[config.mk]
export PLATFORM = sky130hd
export DESIGN_NAME = rv32_exec_core
export DESIGN_NICKNAME = d
export VERILOG_FILES = /design/src/verilog/rv32_isa_pkg.sv /design/src/verilog/rv32_pipe_pkg.sv /design/src/verilog/rv32_alu.sv /design/src/verilog/rv32_branch_target.sv /design/src/verilog/rv32_regfile.sv /design/src/verilog/rv32_execute.sv /design/src/verilog/rv32_retire.sv /design/src/verilog/rv32_exec_core.sv
export SDC_FILE = /design/constraint.sdc
export NUM_CORES = 2
export LEC_CHECK = 0
export BUFFER_PORTS_ARGS = -buffer_cell sky130_fd_sc_hd__buf_4
export CELL_PAD_IN_SITES_DETAIL_PLACEMENT = 0
export CELL_PAD_IN_SITES_GLOBAL_PLACEMENT = 1
export CORE_UTILIZATION = 53
export DETAILED_ROUTE_END_ITERATION = 12
export PLACE_DENSITY_LB_ADDON = 0.3
export SETUP_SLACK_MARGIN = 0.02
export SKIP_CTS_REPAIR_TIMING = 1
export SYNTH_ARGS = -nofsm -noshare
export SYNTH_HDL_FRONTEND = slang
export SYNTH_SLANG_ARGS = --single-unit
[constraint.sdc]
create_clock -name clk -period 15.7 [get_ports clk]
set_clock_uncertainty 0.2 [all_clocks]
set_input_delay 2.355 -clock clk [delete_from_list [all_inputs] [get_ports clk]]
set_output_delay 2.355 -clock clk [all_outputs]
set_load 0.02 [all_outputs]
[src/verilog/rv32_isa_pkg.sv]
`default_nettype none

package rv32_isa_pkg;

    typedef logic [31:0] word_t;
    typedef logic [4:0]  reg_addr_t;

    // the encoding follows funct3 of the OP and OP-IMM opcodes
    typedef enum logic [2:0] {
        alu_add  = 3'b000,
        alu_sll  = 3'b001,
        alu_slt  = 3'b010,
        alu_sltu = 3'b011,
        alu_xor  = 3'b100,
        alu_srl  = 3'b101,
        alu_or   = 3'b110,
        alu_and  = 3'b111
    } alu_op_t;

    typedef enum logic [1:0] {
        alu_src1_rs1  = 2'b00,
        alu_src1_pc   = 2'b01,
        alu_src1_zero = 2'b10
    } alu_src1_t;

    typedef enum logic [1:0] {
        alu_src2_rs2  = 2'b00,
        alu_src2_imm  = 2'b01,
        alu_src2_four = 2'b10
    } alu_src2_t;

    // the condition is tested on the ALU result, so beq runs a subtract
    // and checks for zero while blt runs slt and checks for non zero
    typedef enum logic [1:0] {
        branch_never    = 2'b00,
        branch_zero     = 2'b01,
        branch_non_zero = 2'b10,
        branch_always   = 2'b11
    } branch_op_t;

endpackage

`default_nettype wire

[src/verilog/rv32_pipe_pkg.sv]
`default_nettype none

package rv32_pipe_pkg;

    // decoded instruction as it arrives on the issue port
    typedef struct packed {
        logic                      valid;
        rv32_isa_pkg::word_t       pc;
        rv32_isa_pkg::reg_addr_t   rs1;
        rv32_isa_pkg::reg_addr_t   rs2;
        rv32_isa_pkg::word_t       imm;
        rv32_isa_pkg::alu_op_t     alu_op;
        logic                      sub_sra;
        rv32_isa_pkg::alu_src1_t   alu_src1;
        rv32_isa_pkg::alu_src2_t   alu_src2;
        rv32_isa_pkg::branch_op_t  branch_op;
        // 0 is pc-relative, 1 is rs1-relative (jalr)
        logic                      pc_src;
        logic                      predicted_taken;
        rv32_isa_pkg::reg_addr_t   rd;
        logic                      rd_write;
    } issue_t;

    typedef struct packed {
        logic                      valid;
        rv32_isa_pkg::word_t       pc;
        rv32_isa_pkg::word_t       result;
        rv32_isa_pkg::branch_op_t  branch_op;
        rv32_isa_pkg::word_t       branch_pc;
        logic                      misaligned;
        logic                      predicted_taken;
        rv32_isa_pkg::reg_addr_t   rd;
        logic                      rd_write;
    } exec_t;

    typedef struct packed {
        logic                      valid;
        rv32_isa_pkg::word_t       pc;
        rv32_isa_pkg::reg_addr_t   rd;
        logic                      rd_write;
        rv32_isa_pkg::word_t       value;
        logic                      taken;
        rv32_isa_pkg::word_t       next_pc;
        logic                      mispredict;
        logic                      misaligned;
    } retire_t;

    typedef struct packed {
        logic                      en;
        rv32_isa_pkg::reg_addr_t   addr;
        rv32_isa_pkg::word_t       data;
    } reg_write_t;

endpackage

`default_nettype wire

[src/verilog/rv32_alu.sv]
`timescale 1ns/100ps
`default_nettype none

module rv32_alu (
    input  var rv32_isa_pkg::alu_op_t   op,
    input  wire logic                   sub_sra,
    input  var rv32_isa_pkg::alu_src1_t src1,
    input  var rv32_isa_pkg::alu_src2_t src2,
    input  var rv32_isa_pkg::word_t     pc,
    input  var rv32_isa_pkg::word_t     rs1_value,
    input  var rv32_isa_pkg::word_t     rs2_value,
    input  var rv32_isa_pkg::word_t     imm,
    output rv32_isa_pkg::word_t         result
);
    rv32_isa_pkg::word_t op1;
    rv32_isa_pkg::word_t op2;
    logic [4:0]          shamt;

    always_comb begin
        case (src1)
            rv32_isa_pkg::alu_src1_rs1: op1 = rs1_value;
            rv32_isa_pkg::alu_src1_pc:  op1 = pc;
            default:                    op1 = '0;
        endcase

        case (src2)
            rv32_isa_pkg::alu_src2_rs2: op2 = rs2_value;
            rv32_isa_pkg::alu_src2_imm: op2 = imm;
            default:                    op2 = 32'd4;
        endcase
    end

    assign shamt = op2[4:0];

    always_comb begin
        case (op)
            rv32_isa_pkg::alu_add:  result = sub_sra ? op1 - op2 : op1 + op2;
            rv32_isa_pkg::alu_sll:  result = op1 << shamt;
            rv32_isa_pkg::alu_slt:  result = {31'b0, $signed(op1) < $signed(op2)};
            rv32_isa_pkg::alu_sltu: result = {31'b0, op1 < op2};
            rv32_isa_pkg::alu_xor:  result = op1 ^ op2;
            rv32_isa_pkg::alu_srl: begin
                if (sub_sra)
                    result = $signed(op1) >>> shamt;
                else
                    result = op1 >> shamt;
            end
            rv32_isa_pkg::alu_or:   result = op1 | op2;
            default:                result = op1 & op2;
        endcase
    end

endmodule

`default_nettype wire

[src/verilog/rv32_branch_target.sv]
`timescale 1ns/100ps
`default_nettype none

module rv32_branch_target (
    input  wire logic               pc_src,
    input  var rv32_isa_pkg::word_t pc,
    input  var rv32_isa_pkg::word_t rs1_value,
    input  var rv32_isa_pkg::word_t imm,
    output rv32_isa_pkg::word_t     target,
    output logic                    misaligned
);
    rv32_isa_pkg::word_t base;
    rv32_isa_pkg::word_t sum;

    assign base = pc_src ? rs1_value : pc;
    assign sum  = base + imm;

    // jalr drops bit 0 of the sum, the pc-relative forms keep it as is
    assign target = {sum[31:1], sum[0] & ~pc_src};

    // without the C extension every target has to sit on a word boundary
    assign misaligned = target[1];

endmodule

`default_nettype wire

[src/verilog/rv32_regfile.sv]
`timescale 1ns/100ps
`default_nettype none

module rv32_regfile (
    input  wire logic                    clk,
    input  wire logic                    reset,
    input  var rv32_pipe_pkg::reg_write_t write,
    input  var rv32_isa_pkg::reg_addr_t  rs1,
    input  var rv32_isa_pkg::reg_addr_t  rs2,
    output rv32_isa_pkg::word_t          rs1_value,
    output rv32_isa_pkg::word_t          rs2_value
);
    // x0 has no storage
    rv32_isa_pkg::word_t regs [1:31];

    always_ff @(posedge clk) begin
        if (reset) begin
            for (int i = 1; i < 32; i++) begin
                regs[i] <= '0;
            end
        end else if (write.en && write.addr != '0) begin
            regs[write.addr] <= write.data;
        end
    end

    // reads see the old value during a write, the execute bypass covers that case
    assign rs1_value = (rs1 == '0) ? '0 : regs[rs1];
    assign rs2_value = (rs2 == '0) ? '0 : regs[rs2];

endmodule

`default_nettype wire

[src/verilog/rv32_execute.sv]
`timescale 1ns/100ps
`default_nettype none

module rv32_execute (
    input  wire logic                     clk,
    input  wire logic                     reset,
    input  wire logic                     stall,
    input  wire logic                     flush,
    input  var rv32_pipe_pkg::issue_t     issue,
    input  var rv32_isa_pkg::word_t       rs1_value,
    input  var rv32_isa_pkg::word_t       rs2_value,
    input  var rv32_pipe_pkg::reg_write_t writeback,
    output rv32_pipe_pkg::exec_t          exec
);
    // ~~~~~~~~~~~~~~~~~~~~~~~~~~~~~~~~~~~~~~~~~~~~~~~~~~
    // operand bypass
    // ~~~~~~~~~~~~~~~~~~~~~~~~~~~~~~~~~~~~~~~~~~~~~~~~~~

    // the execute slot holds the newest result and wins over the writeback port
    function automatic rv32_isa_pkg::word_t forward(
        input rv32_isa_pkg::reg_addr_t   src,
        input rv32_isa_pkg::word_t       rf_value,
        input rv32_pipe_pkg::exec_t      ex,
        input rv32_pipe_pkg::reg_write_t wb
    );
        if (src != '0 && ex.valid && ex.rd_write && ex.rd == src)
            return ex.result;
        else if (src != '0 && wb.en && wb.addr == src)
            return wb.data;
        else
            return rf_value;
    endfunction

    rv32_isa_pkg::word_t rs1_fwd;
    rv32_isa_pkg::word_t rs2_fwd;

    assign rs1_fwd = forward(issue.rs1, rs1_value, exec, writeback);
    assign rs2_fwd = forward(issue.rs2, rs2_value, exec, writeback);

    // ~~~~~~~~~~~~~~~~~~~~~~~~~~~~~~~~~~~~~~~~~~~~~~~~~~
    // ALU and branch target
    // ~~~~~~~~~~~~~~~~~~~~~~~~~~~~~~~~~~~~~~~~~~~~~~~~~~

    rv32_isa_pkg::word_t alu_result;
    rv32_isa_pkg::word_t branch_pc;
    logic                branch_misaligned;

    rv32_alu alu (
        .op        (issue.alu_op),
        .sub_sra   (issue.sub_sra),
        .src1      (issue.alu_src1),
        .src2      (issue.alu_src2),
        .pc        (issue.pc),
        .rs1_value (rs1_fwd),
        .rs2_value (rs2_fwd),
        .imm       (issue.imm),
        .result    (alu_result)
    );

    rv32_branch_target branch_target (
        .pc_src     (issue.pc_src),
        .pc         (issue.pc),
        .rs1_value  (rs1_fwd),
        .imm        (issue.imm),
        .target     (branch_pc),
        .misaligned (branch_misaligned)
    );

    // ~~~~~~~~~~~~~~~~~~~~~~~~~~~~~~~~~~~~~~~~~~~~~~~~~~
    // execute pipeline register
    // ~~~~~~~~~~~~~~~~~~~~~~~~~~~~~~~~~~~~~~~~~~~~~~~~~~

    always_ff @(posedge clk) begin
        if (!stall) begin
            exec.valid           <= issue.valid;
            exec.pc              <= issue.pc;
            exec.result          <= alu_result;
            exec.branch_pc       <= branch_pc;
            exec.misaligned      <= branch_misaligned;
            exec.predicted_taken <= issue.predicted_taken;
            exec.rd              <= issue.rd;

            // an empty issue slot must not write or branch whatever its fields say
            // a jump to a misaligned target never links and so is never forwarded
            exec.rd_write  <= issue.valid && issue.rd_write &&
                              !(issue.branch_op == rv32_isa_pkg::branch_always &&
                                branch_misaligned);
            exec.branch_op <= issue.valid ? issue.branch_op : rv32_isa_pkg::branch_never;

            if (flush) begin
                exec.valid     <= 1'b0;
                exec.rd_write  <= 1'b0;
                exec.branch_op <= rv32_isa_pkg::branch_never;
            end
        end

        if (reset) begin
            exec.valid     <= 1'b0;
            exec.rd_write  <= 1'b0;
            exec.branch_op <= rv32_isa_pkg::branch_never;
        end
    end

endmodule

`default_nettype wire

[src/verilog/rv32_retire.sv]
`timescale 1ns/100ps
`default_nettype none

module rv32_retire (
    input  wire logic                 clk,
    input  wire logic                 reset,
    input  wire logic                 stall,
    input  var rv32_pipe_pkg::exec_t  exec,
    output rv32_pipe_pkg::retire_t    retire,
    output rv32_pipe_pkg::reg_write_t reg_write
);
    logic                taken;
    logic                live;
    logic                write_ok;
    rv32_isa_pkg::word_t next_pc;

    always_comb begin
        case (exec.branch_op)
            rv32_isa_pkg::branch_zero:     taken = (exec.result == '0);
            rv32_isa_pkg::branch_non_zero: taken = (exec.result != '0);
            rv32_isa_pkg::branch_always:   taken = 1'b1;
            default:                       taken = 1'b0;
        endcase
    end

    assign next_pc = taken ? exec.branch_pc : exec.pc + 32'd4;

    // a stalled execute slot is held upstream and retires once it is released
    assign live = exec.valid && !stall;

    // a taken jump to a misaligned target does not link
    assign write_ok = live && exec.rd_write && !(taken && exec.misaligned);

    always_ff @(posedge clk) begin
        retire.valid      <= live;
        retire.pc         <= exec.pc;
        retire.rd         <= exec.rd;
        retire.rd_write   <= write_ok;
        retire.value      <= exec.result;
        retire.taken      <= live && taken;
        retire.next_pc    <= next_pc;
        retire.mispredict <= live && (taken != exec.predicted_taken);
        retire.misaligned <= live && taken && exec.misaligned;

        reg_write.en   <= write_ok;
        reg_write.addr <= exec.rd;
        reg_write.data <= exec.result;

        if (reset) begin
            retire.valid      <= 1'b0;
            retire.rd_write   <= 1'b0;
            retire.taken      <= 1'b0;
            retire.mispredict <= 1'b0;
            retire.misaligned <= 1'b0;
            reg_write.en      <= 1'b0;
        end
    end

endmodule

`default_nettype wire

[src/verilog/rv32_exec_core.sv]
`timescale 1ns/100ps
`default_nettype none

module rv32_exec_core (
    input  wire logic                 clk,
    input  wire logic                 reset,
    input  wire logic                 stall,
    input  wire logic                 flush,
    input  var rv32_pipe_pkg::issue_t issue,
    output rv32_pipe_pkg::retire_t    retire
);
    rv32_isa_pkg::word_t       rs1_value;
    rv32_isa_pkg::word_t       rs2_value;
    rv32_pipe_pkg::exec_t      exec;
    rv32_pipe_pkg::reg_write_t reg_write;

    rv32_regfile regfile (
        .clk       (clk),
        .reset     (reset),
        .write     (reg_write),
        .rs1       (issue.rs1),
        .rs2       (issue.rs2),
        .rs1_value (rs1_value),
        .rs2_value (rs2_value)
    );

    // the retire write port doubles as the second bypass source
    rv32_execute execute (
        .clk       (clk),
        .reset     (reset),
        .stall     (stall),
        .flush     (flush),
        .issue     (issue),
        .rs1_value (rs1_value),
        .rs2_value (rs2_value),
        .writeback (reg_write),
        .exec      (exec)
    );

    rv32_retire retire_stage (
        .clk       (clk),
        .reset     (reset),
        .stall     (stall),
        .exec      (exec),
        .retire    (retire),
        .reg_write (reg_write)
    );

endmodule

`default_nettype wire

[Word-level counts from Yosys, hierarchy flattened]
Memory sizes are Yosys's and may differ from the RTL's.
Cells that the tools add are included.
Word-level totals
  output and inout port bits: 106
  register bits: 213
  input bits: 97
  logic and storage cells: 111
  memory bits (writable): 992
  memories: 1
Cells by class
  shift-type cells: 3
  $lt $le $gt $ge: 2
  reductions and logical operators: 35
  bitwise gates (word level): 5
  equality and inequality tests: 17
  $add $sub $neg: 4
  multiplexer cells: 26
Memories
  regfile.regs: depth 31, bits a word 32, rd ports 2, clocked after Yosys merged registers in 0, wr ports 31, line rv32_regfile.sv:14  | rv32_isa_pkg::word_t regs [1:31];
Operators with widths (number)
  $mux 32: 11
  $pmux 32 s7: 1
  $pmux 32 s2: 2
  $add 32x32->32: 2
  $lt 32x32->1: 2
  $add 32x3->32 const B: 1
  $and 32x32->32: 1
  $logic_not 32->1: 1
  $or 32x32->32: 1
  $reduce_bool 32->1: 1
  $reduce_or 32->1: 1
  $shl 32x5->32: 1
  $shr 32x5->32: 1
  $sshr 32x5->32: 1
  $sub 32x32->32: 1
  $xor 32x32->32: 1
  $logic_and 1x1->1: 21
  $eq 5x5->1: 4
  $reduce_bool 5->1: 3
  $logic_not 5->1: 2
  $eq 3x3->1 const B: 3
  $mux 1: 8
  $eq 2x1->1 const B: 3
  $eq 2x2->1 const B: 3
  11 further kinds: 16

[Logic depth before layout (Yosys ltp)]
  word-level depth: 11
  depth in mapped cells: 31
  gate-level depth less buffers: 22

[Cells and area by module]
A second synthesis with hierarchy kept.
Unflattened totals
  cell total of the unflattened synthesis: 6225
  area total of the unflattened synthesis: 75208.4 um^2
Modules (own cells, without submodules)
  rv32_regfile: cells an instance 3765, instances 1, area an instance 54631.1 um^2, sequential area each 30749.5 um^2
  rv32_alu: cells an instance 1520, instances 1, area an instance 10085.9 um^2, sequential area each 0.0 um^2
  rv32_execute: cells an instance 369, instances 1, area an instance 4878.4 um^2, sequential area each 3173.0 um^2
  rv32_retire: cells an instance 288, instances 1, area an instance 3514.6 um^2, sequential area each 2122.0 um^2
  rv32_branch_target: cells an instance 283, instances 1, area an instance 2098.3 um^2, sequential area each 0.0 um^2

[Worst setup path before layout]
Ideal clock, no wire load.
  kind: input -> register
  start: in issue[50] (netlist name)
  end: reg, netlist name execute.exec[72]
  library setup time: 0.261 ns
  path buffers: 10
  stages on the path: 28
  path slack: 7.135 ns
  data required time: 15.239 ns
  arrival: 8.104 ns
  cells stage by stage: buf_4 > buf_4 > buf_6 > buf_4 > buf_4 > buf_4 > buf_4 > buf_4 > buf_4 > mux2i_1 > o22ai_1 > a221oi_1 > o21ai_0 > a22oi_1 > a211oi_1 > a21oi_1 > or2_2 > ha_1 > clkbuf_1 > a2111oi_0 > o31ai_1 > a41oi_1 > o41a_1 > a2111oi_0 > o32ai_1 > or3b_1 > a41o_1 > o32a_1
On the way
  longest elaborated chain between the ends: 9
  elaborated cells between the ends (all ways): 25
  those cells by class: add/sub: 2; eq/ne: 2; shift: 3; mux: 7; bitwise: 3; reduce/logical: 7; memory: 1
RTL lines
  start: declaration: line rv32_exec_core.sv:9  | input var rv32_pipe_pkg::issue_t issue,
  parallel branches: the longest is 4 deep, another holds $mem_v2 31x32
  $mux 32 (*): line rv32_execute.sv:26  | if (src != '0 && ex.valid && ex.rd_write && ex.rd == src)
  $pmux 32 s2 (*): line rv32_alu.sv:26  | case (src2)
  $add 32x32->32, or another cell as far along: line rv32_alu.sv:37  | rv32_isa_pkg::alu_add: result = sub_sra ? op1 - op2 : op1 + op2;
  $mux 32, on equally long branches: line rv32_alu.sv:37, rv32_alu.sv:43
  $pmux 32 s7 (*): line rv32_alu.sv:36  | case (op)
  named net execute.alu.result[30]: line rv32_alu.sv:13  | output rv32_isa_pkg::word_t result
Mark *: on every way through the listed nets, which the timed path passes.
A chain may end at the register's enable or synchronous reset.

[Final worst setup path]
  start: in issue[55] (netlist name)
  end: reg, netlist name execute.exec[72]
On the way
  longest elaborated chain between the ends: 9
  elaborated cells between the ends (all ways): 25
  those cells by class: add/sub: 2; eq/ne: 2; shift: 3; mux: 7; bitwise: 3; reduce/logical: 7; memory: 1
RTL lines
  parallel branches: the longest is 4 deep, another holds $mem_v2 31x32
  $mux 32 (*): line rv32_execute.sv:26
  $pmux 32 s2 (*): line rv32_alu.sv:20  | case (src1)
  $add 32x32->32, or another cell as far along: line rv32_alu.sv:37
  $mux 32, on equally long branches: line rv32_alu.sv:37, rv32_alu.sv:43
  $pmux 32 s7 (*): line rv32_alu.sv:36
  named net execute.alu.result[30]: line rv32_alu.sv:13
Marks and branches as above.

==> qor.txt <==
Startpoint types: input port
Critical path class: in2reg
Hold EP: retire_stage.retire[73]
Routed Antenna Nets: 0
R2r setup slk: 7.50 ns
Multiplexer share of the synthesized area: 18.9%
Top Ports: 203
Final-report max-slew violation count: 0
Synth cell types: 103
Starting DRT DRC Count: 8946
Fin. Hold Viols: 0
Number of port buffers: 202
Ys Warns: 0
Post-synth EDFFs: 1126
Crit Path Max Fanout: 102
Clock Sinks: 1236
Routed WL: 294 mm
MaxCap Viol Count: 0
Worst setup EP type: flop
Multi-input combinational cell area: 35800 um2
Setup TNS: 0 ns
Largest net degree at the start of global routing: 103
DRT Pass-1 Iters: 8
Simple-Gate Fraction of Synth Area: 14.9%
Worst r2r dst: execute.exec[72]
Setup Viol. Count Final: 0
Syn Std Cell Area: 74100 um2
Number of antenna violations at the first check in global routing: 14
Met2 Resource Use GR: 63.1%
Synth Area per Inst: 12.3 um2
Core ar.: 138000 um2
Status: finished clean
Die area: 141000 um2
Top FF cell, synth: edfxtp_1
Post-route insts no fill: 8039
Busiest grt layer: met2
Mapped Cells: 6028
Clk_lat worst skew: 0.81 ns
M1 GR Usage: 51.8%
CTS Buf Count: 139
Area growth syn-to-layout: 11.1%
Starting density of the core: 53.7%
Global route overflow: 0
Commonest non-fill, non-tap cell in the layout: edfxtp_1
Routed len/inst: 36.5 um
Adder-Cell Fraction of Synth Area: 2.33%
Layout cell share with drive strength beyond 1: 20.9%
Filler cell count: 11000
Seq/Total Area, Yosys: 48.6%
Async SR Flop Fraction: 0%
Placed cell count: 7779
Sequential Area: 36000 um2
Rows: 136
Pwr/cell area: 106 nW/um2
R2r startpoint: retire_stage.retire[71]
Hold Crit Depth: 0
Least-Margin Pin Slew: 1.42 ns
Grt met3 use: 12.2%
Crit path time final: 10.28 ns
Hold WC Path Type: reg2reg
Vias: 56800
WP data required: 16.03 ns
RSZ-0062 raised after global routing: false
Max Freq: 97.3 MHz
Rel. slew slack: 4.33%
XOR/XNOR Fraction of Synth Area: 1.06%
CTS max path bufs: 3
Vias per cell: 7.07
Vias in the first global route: 55000
Static leakage: 31.0 nW
R2R depth: 21
Dpl hpwl: 191 mm
CTS tree: built
First-pass GRT wire length: 411 mm
Chip height: 376 um
H-tree lvl count: 4
Most frequent cells in the layout: edfxtp_1, and2_1, mux4_2
Die W: 376 um
CTS clk-pin slew, worst paths: 0.07 ns
Synth Area in Compound Gates: 10.1%
Combinational family with the most area after synthesis: multiplexers
Root Buffer: clkbuf_16
Drt drc: 0
Final nets: 6290
Gr usage total: 41.1%
#FFs+latches synth: 1236
Setup crit start: issue[55]
Worst hold start: execute.exec[74]
Final Wtd Congestion: 1.05
VDD IR max: 114 uV
Worst EP arrival: 10.61 ns
Final period util: 65.5%
## metrics by stage
stage                     total power, mW  util, %  hold slack [ns]  setup WS (ns)  area (um2)
after detailed placement             5.47     56.3            0.163           4.72       77900
after global routing                 8.93     59.6            0.182           4.95       82400
after floorplan                      4.83        -            0.142           7.14       74300
after CTS                            8.68     59.6            0.175           5.49       82400
after global placement               5.46     56.3            0.148           4.76       77900
final                                8.73     59.6            0.180           5.42       82400
## worst max path at each step
| stage | endpoint | slack [ns] | depth (start not counted) |
|---|---|---|---|
| 4_1_cts | execute.exec[72] | 5.49 | 23 |
| 2_1_floorplan | execute.exec[72] | 7.14 | 28 |
| 6_report | execute.exec[72] | 5.42 | 23 |
| 5_1_grt | execute.exec[72] | 4.95 | 23 |
| 3_5_place_dp | execute.exec[72] | 4.72 | 23 |
| 3_3_place_gp | execute.exec[72] | 4.76 | 23 |
## state kept, by name, summed over array words and instances, names as in the netlist
name,cells
execute.exec,106
retire_stage.retire,106
regfile.regs,1024
## cell families (layout without fill, tap and decap cells)
group	after synthesis	in the layout
compound gates	1040	1040
xor+xnor	90	90
fa+ha+maj	136	136
buf+inv	693	804
flops	1236	1236
mux	850	850
other cells	1	38
simple gates	1982	1982
## layout make-up
cell class | instances | area share (%)
antenna | 6 | 0.0182
clock buffer | 177 | 4.58
clock inverter | 77 | 0.896
inverter | 136 | 0.623
multi-input combinational | 4130 | 43.5
sequential | 1236 | 43.7
tap | 1863 | 2.83
timing repair buffer | 414 | 3.87
## per-layer routing
| layer | share of wire, % | up-vias | wire [um] |
|---|---|---|---|
| met1 | 36 | 28300 | 104000 |
| li1 | - | 22900 | - |
| met3 | 13 | 1070 | 37500 |
| met4 | 6.9 | 10 | 20300 |
| met5 | 0.021 | - | 62 |
| met2 | 45 | 4513 | 131000 |
## report_power, final
group | internal, mW | switching [mW]
Clock | 1.84 | 1.42
Sequential | 3.76 | 0.112
Combinational | 0.544 | 1.06
## critical path, stage by stage
cell,delay [ns]
buf_8,0.55
buf_12,0.61
buf_12,0.69
mux4_2,0.60
a22o_1,0.25
a2111oi_1,0.81
nor2_1,0.13
a211oi_2,0.38
buf_4,0.23
inv_1,0.08
ha_1,0.44
or3_1,0.45
a2111oi_0,0.38
o31ai_1,0.28
a41oi_1,0.41
o41a_1,0.30
a2111oi_0,0.16
buf_4,0.20
o32ai_1,0.35
or3b_1,0.19
a311oi_1,0.09
a41o_1,0.23
o32a_1,0.27
## synthesized netlist by cell type (13+ instances only)
| cell | number | area [um2] |
|---|---|---|
| buf_4 | 30 | 225 |
| dfxtp_1 | 110 | 2200 |
| nor2_1 | 341 | 1280 |
| and3_1 | 22 | 138 |
| buf_6 | 21 | 236 |
| xor2_1 | 39 | 342 |
| or3_1 | 25 | 156 |
| o211ai_1 | 25 | 188 |
| nand3_1 | 64 | 320 |
| buf_1 | 34 | 128 |
| nand4_1 | 36 | 225 |
| a31o_2 | 14 | 123 |
| o21a_1 | 17 | 128 |
| a2111oi_0 | 39 | 342 |
| or4_1 | 14 | 105 |
| o221ai_1 | 22 | 193 |
| ha_1 | 133 | 1660 |
| a31oi_1 | 31 | 194 |
| nor2b_1 | 15 | 93.8 |
| nor4_1 | 56 | 350 |
| xnor2_1 | 51 | 447 |
| nor3_1 | 87 | 435 |
| a22o_1 | 57 | 499 |
| nand2_1 | 194 | 728 |
| o22a_1 | 24 | 210 |
| clkbuf_1 | 397 | 1490 |
| mux2i_1 | 352 | 3520 |
| or2_2 | 27 | 169 |
| a22oi_1 | 57 | 428 |
| a21o_1 | 32 | 240 |
| inv_1 | 132 | 495 |
| mux4_2 | 427 | 9620 |
| buf_2 | 68 | 340 |
| nand2b_1 | 45 | 282 |
| and2_1 | 1005 | 6290 |
| a21oi_1 | 177 | 886 |
| a211oi_1 | 42 | 315 |
| edfxtp_1 | 1126 | 33800 |
| o31ai_1 | 13 | 97.6 |
| o21ai_0 | 208 | 1040 |
| mux2_2 | 60 | 676 |
| o22ai_1 | 89 | 557 |
| a221oi_1 | 32 | 280 |
No activity file was read; power rests on OpenSTA's default activity.
